### config.mk
export PLATFORM = sky130hd
export DESIGN_NAME = mems_driver_top
export DESIGN_NICKNAME = d
export VERILOG_FILES = /design/src/source/mems_pkg.sv /design/src/source/mems_cmd_decode.sv /design/src/source/mems_sample_fetch.sv /design/src/source/mems_level_store.sv /design/src/source/mems_word_format.sv /design/src/source/mems_driver_top.sv
export SDC_FILE = /design/constraint.sdc
export NUM_CORES = 2
export LEC_CHECK = 0
export ABC_AREA = 1
export BUFFER_PORTS_ARGS = -buffer_cell sky130_fd_sc_hd__buf_4
export CAP_MARGIN = 20
export CORE_ASPECT_RATIO = 1.5
export CORE_UTILIZATION = 50
export CTS_BUF_LIST = sky130_fd_sc_hd__clkbuf_8
export CTS_CLUSTER_SIZE = 10
export DETAILED_ROUTE_END_ITERATION = 12
export PLACE_DENSITY = 0.8
export SLEW_MARGIN = 40
export SYNTH_ARGS = -nofsm -noshare
export SYNTH_HDL_FRONTEND = slang
export SYNTH_SLANG_ARGS = --single-unit
### constraint.sdc
create_clock -name clk -period 5 [get_ports clk]
set_input_delay 0 -clock clk [delete_from_list [all_inputs] [get_ports clk]]
set_output_delay 0 -clock clk [all_outputs]
set_load 0.01 [all_outputs]
### src/source/mems_pkg.sv
package mems_pkg;

  localparam int ADDR_W     = 17;
  localparam int ROM_ADDR_W = 15;
  localparam int LEVEL_W    = 16;
  localparam int DAC_W      = 24;
  localparam int NUM_CH     = 4;
  localparam int UNIT_W     = 3;  // room for up to 8 units

  localparam logic [LEVEL_W-1:0] HOME_BIAS = 16'd23250;  // mirror rest level
  localparam logic [LEVEL_W-1:0] HOME_STEP = 16'd30;
  localparam logic [LEVEL_W-1:0] BIAS_X2   = 16'hB650;   // measured on the scope

  // C and D are the differential channels
  typedef enum logic [1:0] {
    CH_A = 2'b00,
    CH_C = 2'b01,
    CH_B = 2'b10,
    CH_D = 2'b11
  } channel_e;

  typedef enum logic [1:0] {
    CMD_SOFT_RESET,
    CMD_VREF,
    CMD_WRITE
  } cmd_kind_e;

  typedef struct packed {
    cmd_kind_e kind;
    channel_e  ch;
  } dac_cmd_t;

  typedef struct packed {
    logic [ROM_ADDR_W-1:0] rom_idx;  // waveform word index
    logic [1:0]            low;
  } rom_view_t;

  typedef struct packed {
    logic [ADDR_W-4:0] upper;
    channel_e          ch;
    logic              data_phase;  // low on vref samples
  } cmd_view_t;

  typedef union packed {
    rom_view_t rom_view;
    cmd_view_t cmd_view;
  } sample_addr_u;

  typedef struct packed {
    logic               valid;
    logic [UNIT_W-1:0]  unit;
    channel_e           ch;
    logic [LEVEL_W-1:0] level;
  } rom_load_t;

  typedef struct packed {
    logic [5:0]         opcode;
    channel_e           ch;
    logic [LEVEL_W-1:0] level;
  } dac_word_t;

  localparam logic [5:0] OP_SOFT_RESET = 6'b001010;
  localparam logic [5:0] OP_VREF       = 6'b001110;  // internal reference on
  localparam logic [5:0] OP_WRITE      = 6'b000110;  // write and update channel

endpackage

### src/source/mems_cmd_decode.sv
`timescale 1ns/1ps

module mems_cmd_decode
  import mems_pkg::*;
(
  input  sample_addr_u sample_addr,
  output dac_cmd_t     cmd
);

  logic is_reset;
  logic is_vref;

  assign is_reset = (sample_addr == ADDR_W'(0));  // first sample of a sweep
  assign is_vref  = (sample_addr == ADDR_W'(1)) || !sample_addr.cmd_view.data_phase;

  always_comb begin
    cmd.ch = sample_addr.cmd_view.ch;  // homing and fetch need it for every kind
    if (is_reset) begin
      cmd.kind = CMD_SOFT_RESET;
    end else if (is_vref) begin
      cmd.kind = CMD_VREF;  // every other sample refreshes vref
    end else begin
      cmd.kind = CMD_WRITE;
    end
  end

endmodule

### src/source/mems_sample_fetch.sv
`timescale 1ns/1ps

module mems_sample_fetch
  import mems_pkg::*;
#(
  parameter int NUM_UNITS = 6
) (
  input  logic                            clk,
  input  logic                            arst_n,
  input  logic                            go_home,
  input  sample_addr_u [NUM_UNITS-1:0]    sample_addr,
  input  logic         [LEVEL_W-1:0]      rom_data,
  output logic         [ROM_ADDR_W-1:0]   rom_addr,
  output rom_load_t                       load
);

  localparam logic [1:0]        SLOT_LAST = 2'd2;  // three cycles per unit
  localparam logic [UNIT_W-1:0] UNIT_LAST = UNIT_W'(NUM_UNITS - 1);

  logic [UNIT_W-1:0]  unit_idx;
  logic [1:0]         slot_cnt;
  logic               slot_end;
  sample_addr_u       cur_addr;
  logic [LEVEL_W-1:0] rom_level;

  assign cur_addr = sample_addr[unit_idx];
  assign slot_end = (slot_cnt == SLOT_LAST);

  // differential channels are mirrored around the bias
  assign rom_level = cur_addr.cmd_view.ch[0] ? BIAS_X2 - rom_data : rom_data;

  always_ff @(posedge clk or negedge arst_n) begin
    if (!arst_n) begin
      unit_idx <= '0;
      slot_cnt <= '0;
      rom_addr <= '0;
      load     <= '0;
    end else if (go_home) begin
      slot_cnt   <= '0;  // unit index held
      load.valid <= 1'b0;
    end else begin
      rom_addr   <= cur_addr.rom_view.rom_idx;
      load.valid <= slot_end;
      if (slot_end) begin
        slot_cnt   <= '0;
        unit_idx   <= (unit_idx == UNIT_LAST) ? '0 : unit_idx + 1'b1;
        load.unit  <= unit_idx;
        load.ch    <= cur_addr.cmd_view.ch;
        load.level <= rom_level;  // rom word of this unit is valid now
      end else begin
        slot_cnt <= slot_cnt + 1'b1;
      end
    end
  end

endmodule

### src/source/mems_level_store.sv
`timescale 1ns/1ps

module mems_level_store
  import mems_pkg::*;
#(
  parameter int NUM_UNITS  = 6,
  parameter int HOME_DIV_W = 11
) (
  input  logic                                        clk,
  input  logic                                        arst_n,
  input  logic                                        go_home,
  input  rom_load_t                                   load,
  input  dac_cmd_t [NUM_UNITS-1:0]                    cmd,
  output logic     [NUM_UNITS-1:0][NUM_CH-1:0][LEVEL_W-1:0] level
);

  logic [HOME_DIV_W-1:0]             home_div;
  logic                              home_step;
  logic [NUM_UNITS-1:0][LEVEL_W-1:0] home_next;

  // slow tick so the mirrors settle gently
  always_ff @(posedge clk or negedge arst_n) begin
    if (!arst_n) begin
      home_div <= '0;
    end else if (go_home) begin
      home_div <= home_div + 1'b1;
    end else begin
      home_div <= '0;
    end
  end

  assign home_step = go_home && (home_div == '0);  // first step right away

  always_comb begin
    for (int u = 0; u < NUM_UNITS; u++) begin
      if (level[u][cmd[u].ch] > HOME_BIAS) begin
        home_next[u] = level[u][cmd[u].ch] - HOME_STEP;
      end else begin
        home_next[u] = level[u][cmd[u].ch] + HOME_STEP;  // at bias it still steps up
      end
    end
  end

  always_ff @(posedge clk or negedge arst_n) begin
    if (!arst_n) begin
      level <= '0;
    end else begin
      if (load.valid) begin
        level[load.unit][load.ch] <= load.level;
      end
      // a step on the same channel wins over a late load
      if (home_step) begin
        for (int u = 0; u < NUM_UNITS; u++) begin
          level[u][cmd[u].ch] <= home_next[u];
        end
      end
    end
  end

endmodule

### src/source/mems_word_format.sv
`timescale 1ns/1ps

module mems_word_format
  import mems_pkg::*;
(
  input  logic                           clk,
  input  logic                           arst_n,
  input  dac_cmd_t                       cmd,
  input  logic [NUM_CH-1:0][LEVEL_W-1:0] level,
  output dac_word_t                      dac_word
);

  dac_word_t word_next;

  always_comb begin
    case (cmd.kind)
      CMD_SOFT_RESET: begin
        word_next = '{opcode: OP_SOFT_RESET, ch: CH_A, level: LEVEL_W'(1)};  // reset all regs
      end
      CMD_WRITE: begin
        word_next = '{opcode: OP_WRITE, ch: cmd.ch, level: level[cmd.ch]};
      end
      default: begin
        word_next = '{opcode: OP_VREF, ch: CH_A, level: '0};
      end
    endcase
  end

  always_ff @(posedge clk or negedge arst_n) begin
    if (!arst_n) begin
      dac_word <= '0;
    end else begin
      dac_word <= word_next;  // one word per sample to the serializer
    end
  end

endmodule

### src/source/mems_driver_top.sv
`timescale 1ns/1ps

module mems_driver_top
  import mems_pkg::*;
#(
  parameter int NUM_UNITS  = 6,
  parameter int HOME_DIV_W = 11
) (
  input  logic                            clk,
  input  logic                            arst_n,
  input  logic                            go_home,
  input  sample_addr_u [NUM_UNITS-1:0]    sample_addr,
  input  logic         [LEVEL_W-1:0]      rom_data,
  output logic         [ROM_ADDR_W-1:0]   rom_addr,
  output dac_word_t    [NUM_UNITS-1:0]    dac_word
);

  dac_cmd_t  [NUM_UNITS-1:0]                          cmd;
  rom_load_t                                          load;
  logic      [NUM_UNITS-1:0][NUM_CH-1:0][LEVEL_W-1:0] level;

  // one time sliced ROM shared by all units
  mems_sample_fetch #(
    .NUM_UNITS (NUM_UNITS)
  ) mems_sample_fetch_inst (
    .clk         (clk),
    .arst_n      (arst_n),
    .go_home     (go_home),
    .sample_addr (sample_addr),
    .rom_data    (rom_data),
    .rom_addr    (rom_addr),
    .load        (load)
  );

  mems_level_store #(
    .NUM_UNITS  (NUM_UNITS),
    .HOME_DIV_W (HOME_DIV_W)
  ) mems_level_store_inst (
    .clk     (clk),
    .arst_n  (arst_n),
    .go_home (go_home),
    .load    (load),
    .cmd     (cmd),
    .level   (level)
  );

  for (genvar u = 0; u < NUM_UNITS; u++) begin : g_unit
    mems_cmd_decode mems_cmd_decode_inst (
      .sample_addr (sample_addr[u]),
      .cmd         (cmd[u])
    );

    mems_word_format mems_word_format_inst (
      .clk      (clk),
      .arst_n   (arst_n),
      .cmd      (cmd[u]),
      .level    (level[u]),
      .dac_word (dac_word[u])
    );
  end

endmodule

---- Word-level counts from Yosys, hierarchy flattened ----
Index checks and enable logic that the tools add are counted.
word-level totals
  register bits ........................... 569
  input bits .............................. 121
  output and inout bits ................... 159
cells by class
  add/sub/neg operators ................... 16
  order comparisons ....................... 23
  equality and inequality tests ........... 14
  multiplexer cells ....................... 69
  bitwise gates (word level) .............. 1
  reduce and logical (&&, ||, !) cells .... 35
operators by type and width
  operator                                                    number
  2-to-1 mux 384 bit                                          2
  bitwise mux 384 bit                                         1
  bitwise mux 64 bit                                          6
  2-to-1 mux 16 bit                                           20
  case mux 22 bit (2 select lines)                            6
  demux 16 bit (select 2 bit)                                 7
  binary-select mux 16 bit (select 2 bit)                     6
  demux 64 bit (select 3 bit)                                 1
  == test 17 x 1 -> 1 bit, second input constant              6
  zero test 17 bit                                            6
  adder 16 x 5 -> 16 bit, second input constant               6
  > comparator 16 x 15 -> 1 bit, second input constant        6
  subtractor 16 x 5 -> 16 bit, second input constant          6
  2-to-1 mux 64 bit                                           1
  binary-select mux 17 bit (select 3 bit)                     1
  2-to-1 mux 2 bit                                            14
  less-than comparator 2 x 3 -> 1 bit, second input constant  7
  2-to-1 mux 17 bit                                           1
  subtractor 16 bit, first input constant                     1
  == test 2 bit, second input constant                        7
  >= comparator 2 x 1 -> 1 bit, second input constant         7
  zero test 2 bit                                             6
  adder 11 x 1 -> 11 bit, second input constant               1
  zero test 11 bit                                            1
  13 further kinds                                            32

---- Longest topological paths before layout ----
  word-level depth ........................ 10
  mapped depth ............................ 25

---- Modules after synthesis ----
A second synthesis with hierarchy kept.
unflattened totals
  cell total of the unflattened synthesis .. 5,768
  area, all modules ....................... 38,200.4 um^2
modules (own cells, without submodules)
  module             times used  cells an instance  area each (um^2)
  mems_level_store   1           3,930              26,546.7
  mems_word_format   6           208                1,346.3
  mems_sample_fetch  1           452                2,960.3
  mems_cmd_decode    6           23                 102.6

---- Worst setup path after synthesis ----
Ideal clock, no wire load.
  path kind ............................... reg-to-reg
  start ................................... register mems_level_store_inst.level[370] (netlist name)
  end ..................................... register mems_level_store_inst.level[331] (netlist name)
  library setup time ...................... 0.066 ns
  arrival time ............................ 2.862 ns
  required time ........................... 4.934 ns
  path slack .............................. 2.072 ns
  cell stages (with the launch flop) ...... 19
  clock period less this slack ............ 2.928 ns
  cell sequence ........................... dfrtp_1 -> nand3_1 -> nand2_1 -> nor2_1 -> nand3_1 -> nand2_1 -> nand2_1 -> nand2_1 -> nand2_1 -> nand2_1 -> inv_1 -> fa_1 -> o21ai_1 -> a21boi_0 -> o21ai_1 -> a21oi_1 -> xnor2_1 -> nand2_1 -> nand2_1
between the ends
  longest elaborated chain between the ends .. 6
  elaborated cells between the ends (all ways) .. 8
RTL lines
  element                                               RTL line                                                                text
  binary-select mux 16 bit (select 2 bit) (*)           mems_level_store.sv:36, mems_level_store.sv:37, mems_level_store.sv:39
  2-to-1 mux 16 bit (implied by the code) (*)           mems_level_store.sv:36, mems_level_store.sv:37, mems_level_store.sv:39
  adder 16 x 5 -> 16 bit, or another cell as far along  mems_level_store.sv:39                                                  home_next[u] = level[u][cmd[u].ch] + HOME_STEP;
  2-to-1 mux 16 bit (*)                                 mems_level_store.sv:36                                                  if (level[u][cmd[u].ch] > HOME_BIAS) begin
  bitwise mux 64 bit (*)                                mems_level_store.sv:54                                                  level[u][cmd[u].ch] <= home_next[u];
  2-to-1 mux 384 bit (*)                                mems_level_store.sv:52                                                  if (home_step) begin
Mark *: on every way between the ends. The rest lies on a longest branch, timed or not. The select of a mux whose other input is x is not followed.
A chain may end at the register's enable or synchronous reset.

---- Worst setup path after layout ----
  start ................................... input sample_addr[19] (netlist bit)
  end ..................................... register mems_level_store_inst.level[77] (netlist name)
between the ends
  longest elaborated chain between the ends .. 6
  elaborated cells between the ends (all ways) .. 13
RTL lines
  element                                                                              RTL line                                                                text
  start, declared                                                                      mems_driver_top.sv:12                                                   input sample_addr_u [NUM_UNITS-1:0] sample_addr,
  binary-select mux 16 bit (select 2 bit), or another cell as far along                mems_level_store.sv:36, mems_level_store.sv:37, mems_level_store.sv:39
  2-to-1 mux 16 bit (implied by the code) / logical AND 1 bit (equally long branches)  -
  adder 16 x 5 -> 16 bit, or another cell as far along                                 mems_level_store.sv:39
  2-to-1 mux 16 bit / demux 16 bit (select 2 bit) (equally long branches)              -
  bitwise mux 64 bit (*)                                                               mems_level_store.sv:54
  2-to-1 mux 384 bit (*)                                                               mems_level_store.sv:52
Marked as above.

==> results.cfg <==
[status]
outcome = finished, final reports clean

[power_and_ir_drop]
finalPower_mw = 19.74
ir_drop_mv = 0.2795
power_density_nw_per_um2 = 509.6
p_leak_nw = 19.65

[drt]
drt-total-wl_um = 115600
drc = 0
drtIter0Drc = 3045
routed_via_density = 5.677
ant_nets = 0
num_vias = 34150
wl_per_cell_um = 19.21
drtPass1Iterations = 6

[timing]
rsz0062_at_grt = no
max_freq_mhz = 244.3
fin_crit_ns = 4.093
skew_ns = 0.05528
period_share = 0.8187
finalMaxSlewViolations = 0
setup_tns_ns = 0
hold_viol_final = 0
setup_viol = 0
relSlewSlack = 0.4078
tightest_slew_ns = 0.8874

[floorplan]
dieArea_um2 = 68340
ios = 280
core_area_um2 = 66620
initial_core_util = 0.5049
fp.dieH_um = 319.7
die_w_um = 213.8
rows = 116

[grt]
grt_pass1_wl_um = 179100
grtUsageTotal = 0.3406
overflow = 0
first_global_vias = 32680
antenna_found_initial = 5
grt_max_degree = 138

[clocking]
clk-insertion-delay-late_ns = 0.76
ctsResizeCount = 0
cts_buffers = 87
post-cts-setup-buffers = 0
h-tree-depth = 3
cts_tree = yes
clk_pin_slew_worst_paths_ns = 0.06
cts_buffer_depth = 3
clkSinkCount = 558
cts-root-buf = clkbuf_8

[place]
place_hpwl_um = 79230
gp_congestion = 0.9969
port_buffers = 261

[run]
max-cap-violations = 0

[yosys]
yosysMostFrequentCell = nand2_1
avgSynthCellArea_um2 = 6.974
synth.distinct_cells = 51
yosysSeqAreaShare = 0.4151
synth_top_cell_area_share = 0.4151
ys_top_cells_by_count = nand2_1, o21ai_0, dfrtp_1
syn_area_um2 = 33640
ys_ff_latch = 558
ys.warnings.count = 0
synthCells = 4823
async_flop_share = 1.000
synth_top_area_cell = dfrtp_1
yosys-top-cells-area = dfrtp_1, nand2_1, o21ai_0, nor2_1, nand3_1
synth_flop_cell = dfrtp_1
synth-edff-count = 0

[critical_path]
r2r-end = mems_sample_fetch_inst.load[14]
crit_top_cell = nand2_1
critical_path.max_fanout = 22
cp-start-kind = input pin
r2r_cells = 11
cpLargestDelayFamily = simple AND/OR/NAND/NOR gates
rrSetupSlack_ns = 1.12
critical_path_class = input pin to register
critical_path.cell_chain = dlygate4sd3_1 -> buf_4 -> inv_1 -> nor2_1 -> nand2_1 -> nand2_1 -> nor2_1 -> nor2_1 -> nand2_1 -> nor2_1 -> nand2_1 -> nand2_1 -> nand2_1 -> inv_1 -> ha_1 -> a21oi_1 -> o21ai_0 -> a21oi_1 -> o21ai_0 -> or2_2 -> nand3_1 -> nand2_1
rr_startpoint = mems_sample_fetch_inst.unit_idx[1]
endpoint_kind = register
cp_num_buf_inv = 4
required_ns = 5.63
cpPeakStageDelay_ns = 0.54
worstPathArrival_ns = 4.72
crit_slowest_cell = nor2_1

[worst_hold_path]
min_path_type = input pin to register
whs_path_depth = 3
hold_start = sample_addr[34]
min_to = g_unit[2].mems_word_format_inst.dac_word[20]

[layout]
drive_gt1_frac = 0.1112
area_growth_pct = 15.15
nNetsFinal = 5268
==> power by group <==
group	total [mW]	internal (mW)	switching (mW)
clock	4.04	2.05	2.00
combinational	8.64	2.99	5.65
sequential	7.06	6.00	1.06
==> layer usage <==
metal	global-route usage	wire length, um	vias to the layer above	part of all wire
met5	0	23	-	0.00020
met4	0.2363	8323	4	0.072
met3	0.05204	9579	455	0.083
met2	0.5696	55840	1772	0.48
met1	0.3976	41790	15870	0.36
li1	-	-	16060	-
==> final cells by class <==
cell class | count | area [um2]
Timing Repair Buffer | 388 | 3284
Sequential cell | 558 | 13970
Tap cell | 885 | 1107
Fill cell | 6129 | 27890
Multi-Input combinational cell | 3754 | 17570
Antenna cell | 3 | 7.507
Clock buffer | 106 | 1459
Inverter | 271 | 1017
Clock inverter | 51 | 322.8
==> metrics by stage <==
stage / hold WS [ns] / setup slack (ns) / instance area (um2) / utilization / cells
global placement: 0.01079 / 0.7702 / 35680 / 0.5356 / 5747
CTS: 0.03468 / 0.8979 / 38670 / 0.5805 / 6012
floorplan: -0.2956 / 2.072 / 33700 / - / 4840
global route: 0.07798 / 0.4913 / 38730 / 0.5814 / 6015
finish: 0.05737 / 0.9066 / 38730 / 0.5814 / 6016
detailed placement: 0.01261 / 0.7278 / 35810 / 0.5376 / 5749
==> sequential cells by signal, summed over array words and instances (netlist names) <==
signal / flops
mems_sample_fetch_inst.load: 22
mems_sample_fetch_inst.unit_idx: 3
mems_sample_fetch_inst.rom_addr: 15
mems_level_store_inst.home_div: 11
mems_level_store_inst.level: 384
g_unit.mems_word_format_inst.dac_word: 121
mems_sample_fetch_inst.slot_cnt: 2
==> cell families after synthesis <==
| family | share of synthesized area |
|---|---|
| other cells | 0.0002233 |
| fa+ha+maj | 0.03370 |
| flops | 0.4151 |
| buf+inv | 0.06796 |
| xor+xnor | 0.01614 |
| mux | 0.009374 |
| compound gates | 0.1449 |
| simple gates | 0.3126 |
==> worst max path at each step <==
stage	startpoint	end	cells past startpoint
6_report	sample_addr[19]	mems_level_store_inst.level[77]	22
5_1_grt	sample_addr[86]	mems_level_store_inst.level[363]	22
4_1_cts	mems_sample_fetch_inst.unit_idx[1]	mems_sample_fetch_inst.load[14]	11
3_5_place_dp	sample_addr[18]	mems_level_store_inst.level[77]	21
3_3_place_gp	sample_addr[18]	mems_level_store_inst.level[77]	21
2_1_floorplan	mems_level_store_inst.level[370]	mems_level_store_inst.level[331]	18
==> placed cells by master (no fill, tap or decap), types with 24 or more instances in the layout <==
cell type / netlist / routed
nand2_1: 1757 / 1735
buf_4: 39 / 275
clkbuf_8: 0 / 106
mux2_2: 28 / 28
inv_2: 10 / 28
a21oi_1: 250 / 250
xnor2_1: 38 / 37
nor3_1: 29 / 24
dlygate4sd3_1: 0 / 105
o21ai_0: 605 / 605
dfrtp_1: 558 / 556
nand2_2: 9 / 31
nand3_1: 261 / 261
xor2_1: 24 / 24
inv_1: 255 / 262
nor2_2: 24 / 32
ha_1: 81 / 81
nor2_1: 472 / 463
==> what timing repair did <==
| item | in CTS | in global routing |
|---|---|---|
| hold endpoints to repair | 702 | 0 |
| hold buffers | 106 | 0 |
| setup endpoints to repair | 0 | 0 |
==> tightest hold or removal path, delay by kind of cell <==
kind,cells,cell delay (ns)
and+or+nand+nor,1,0.10
buffers and inverters,2,0.64
(Power assumes the default switching activity.)
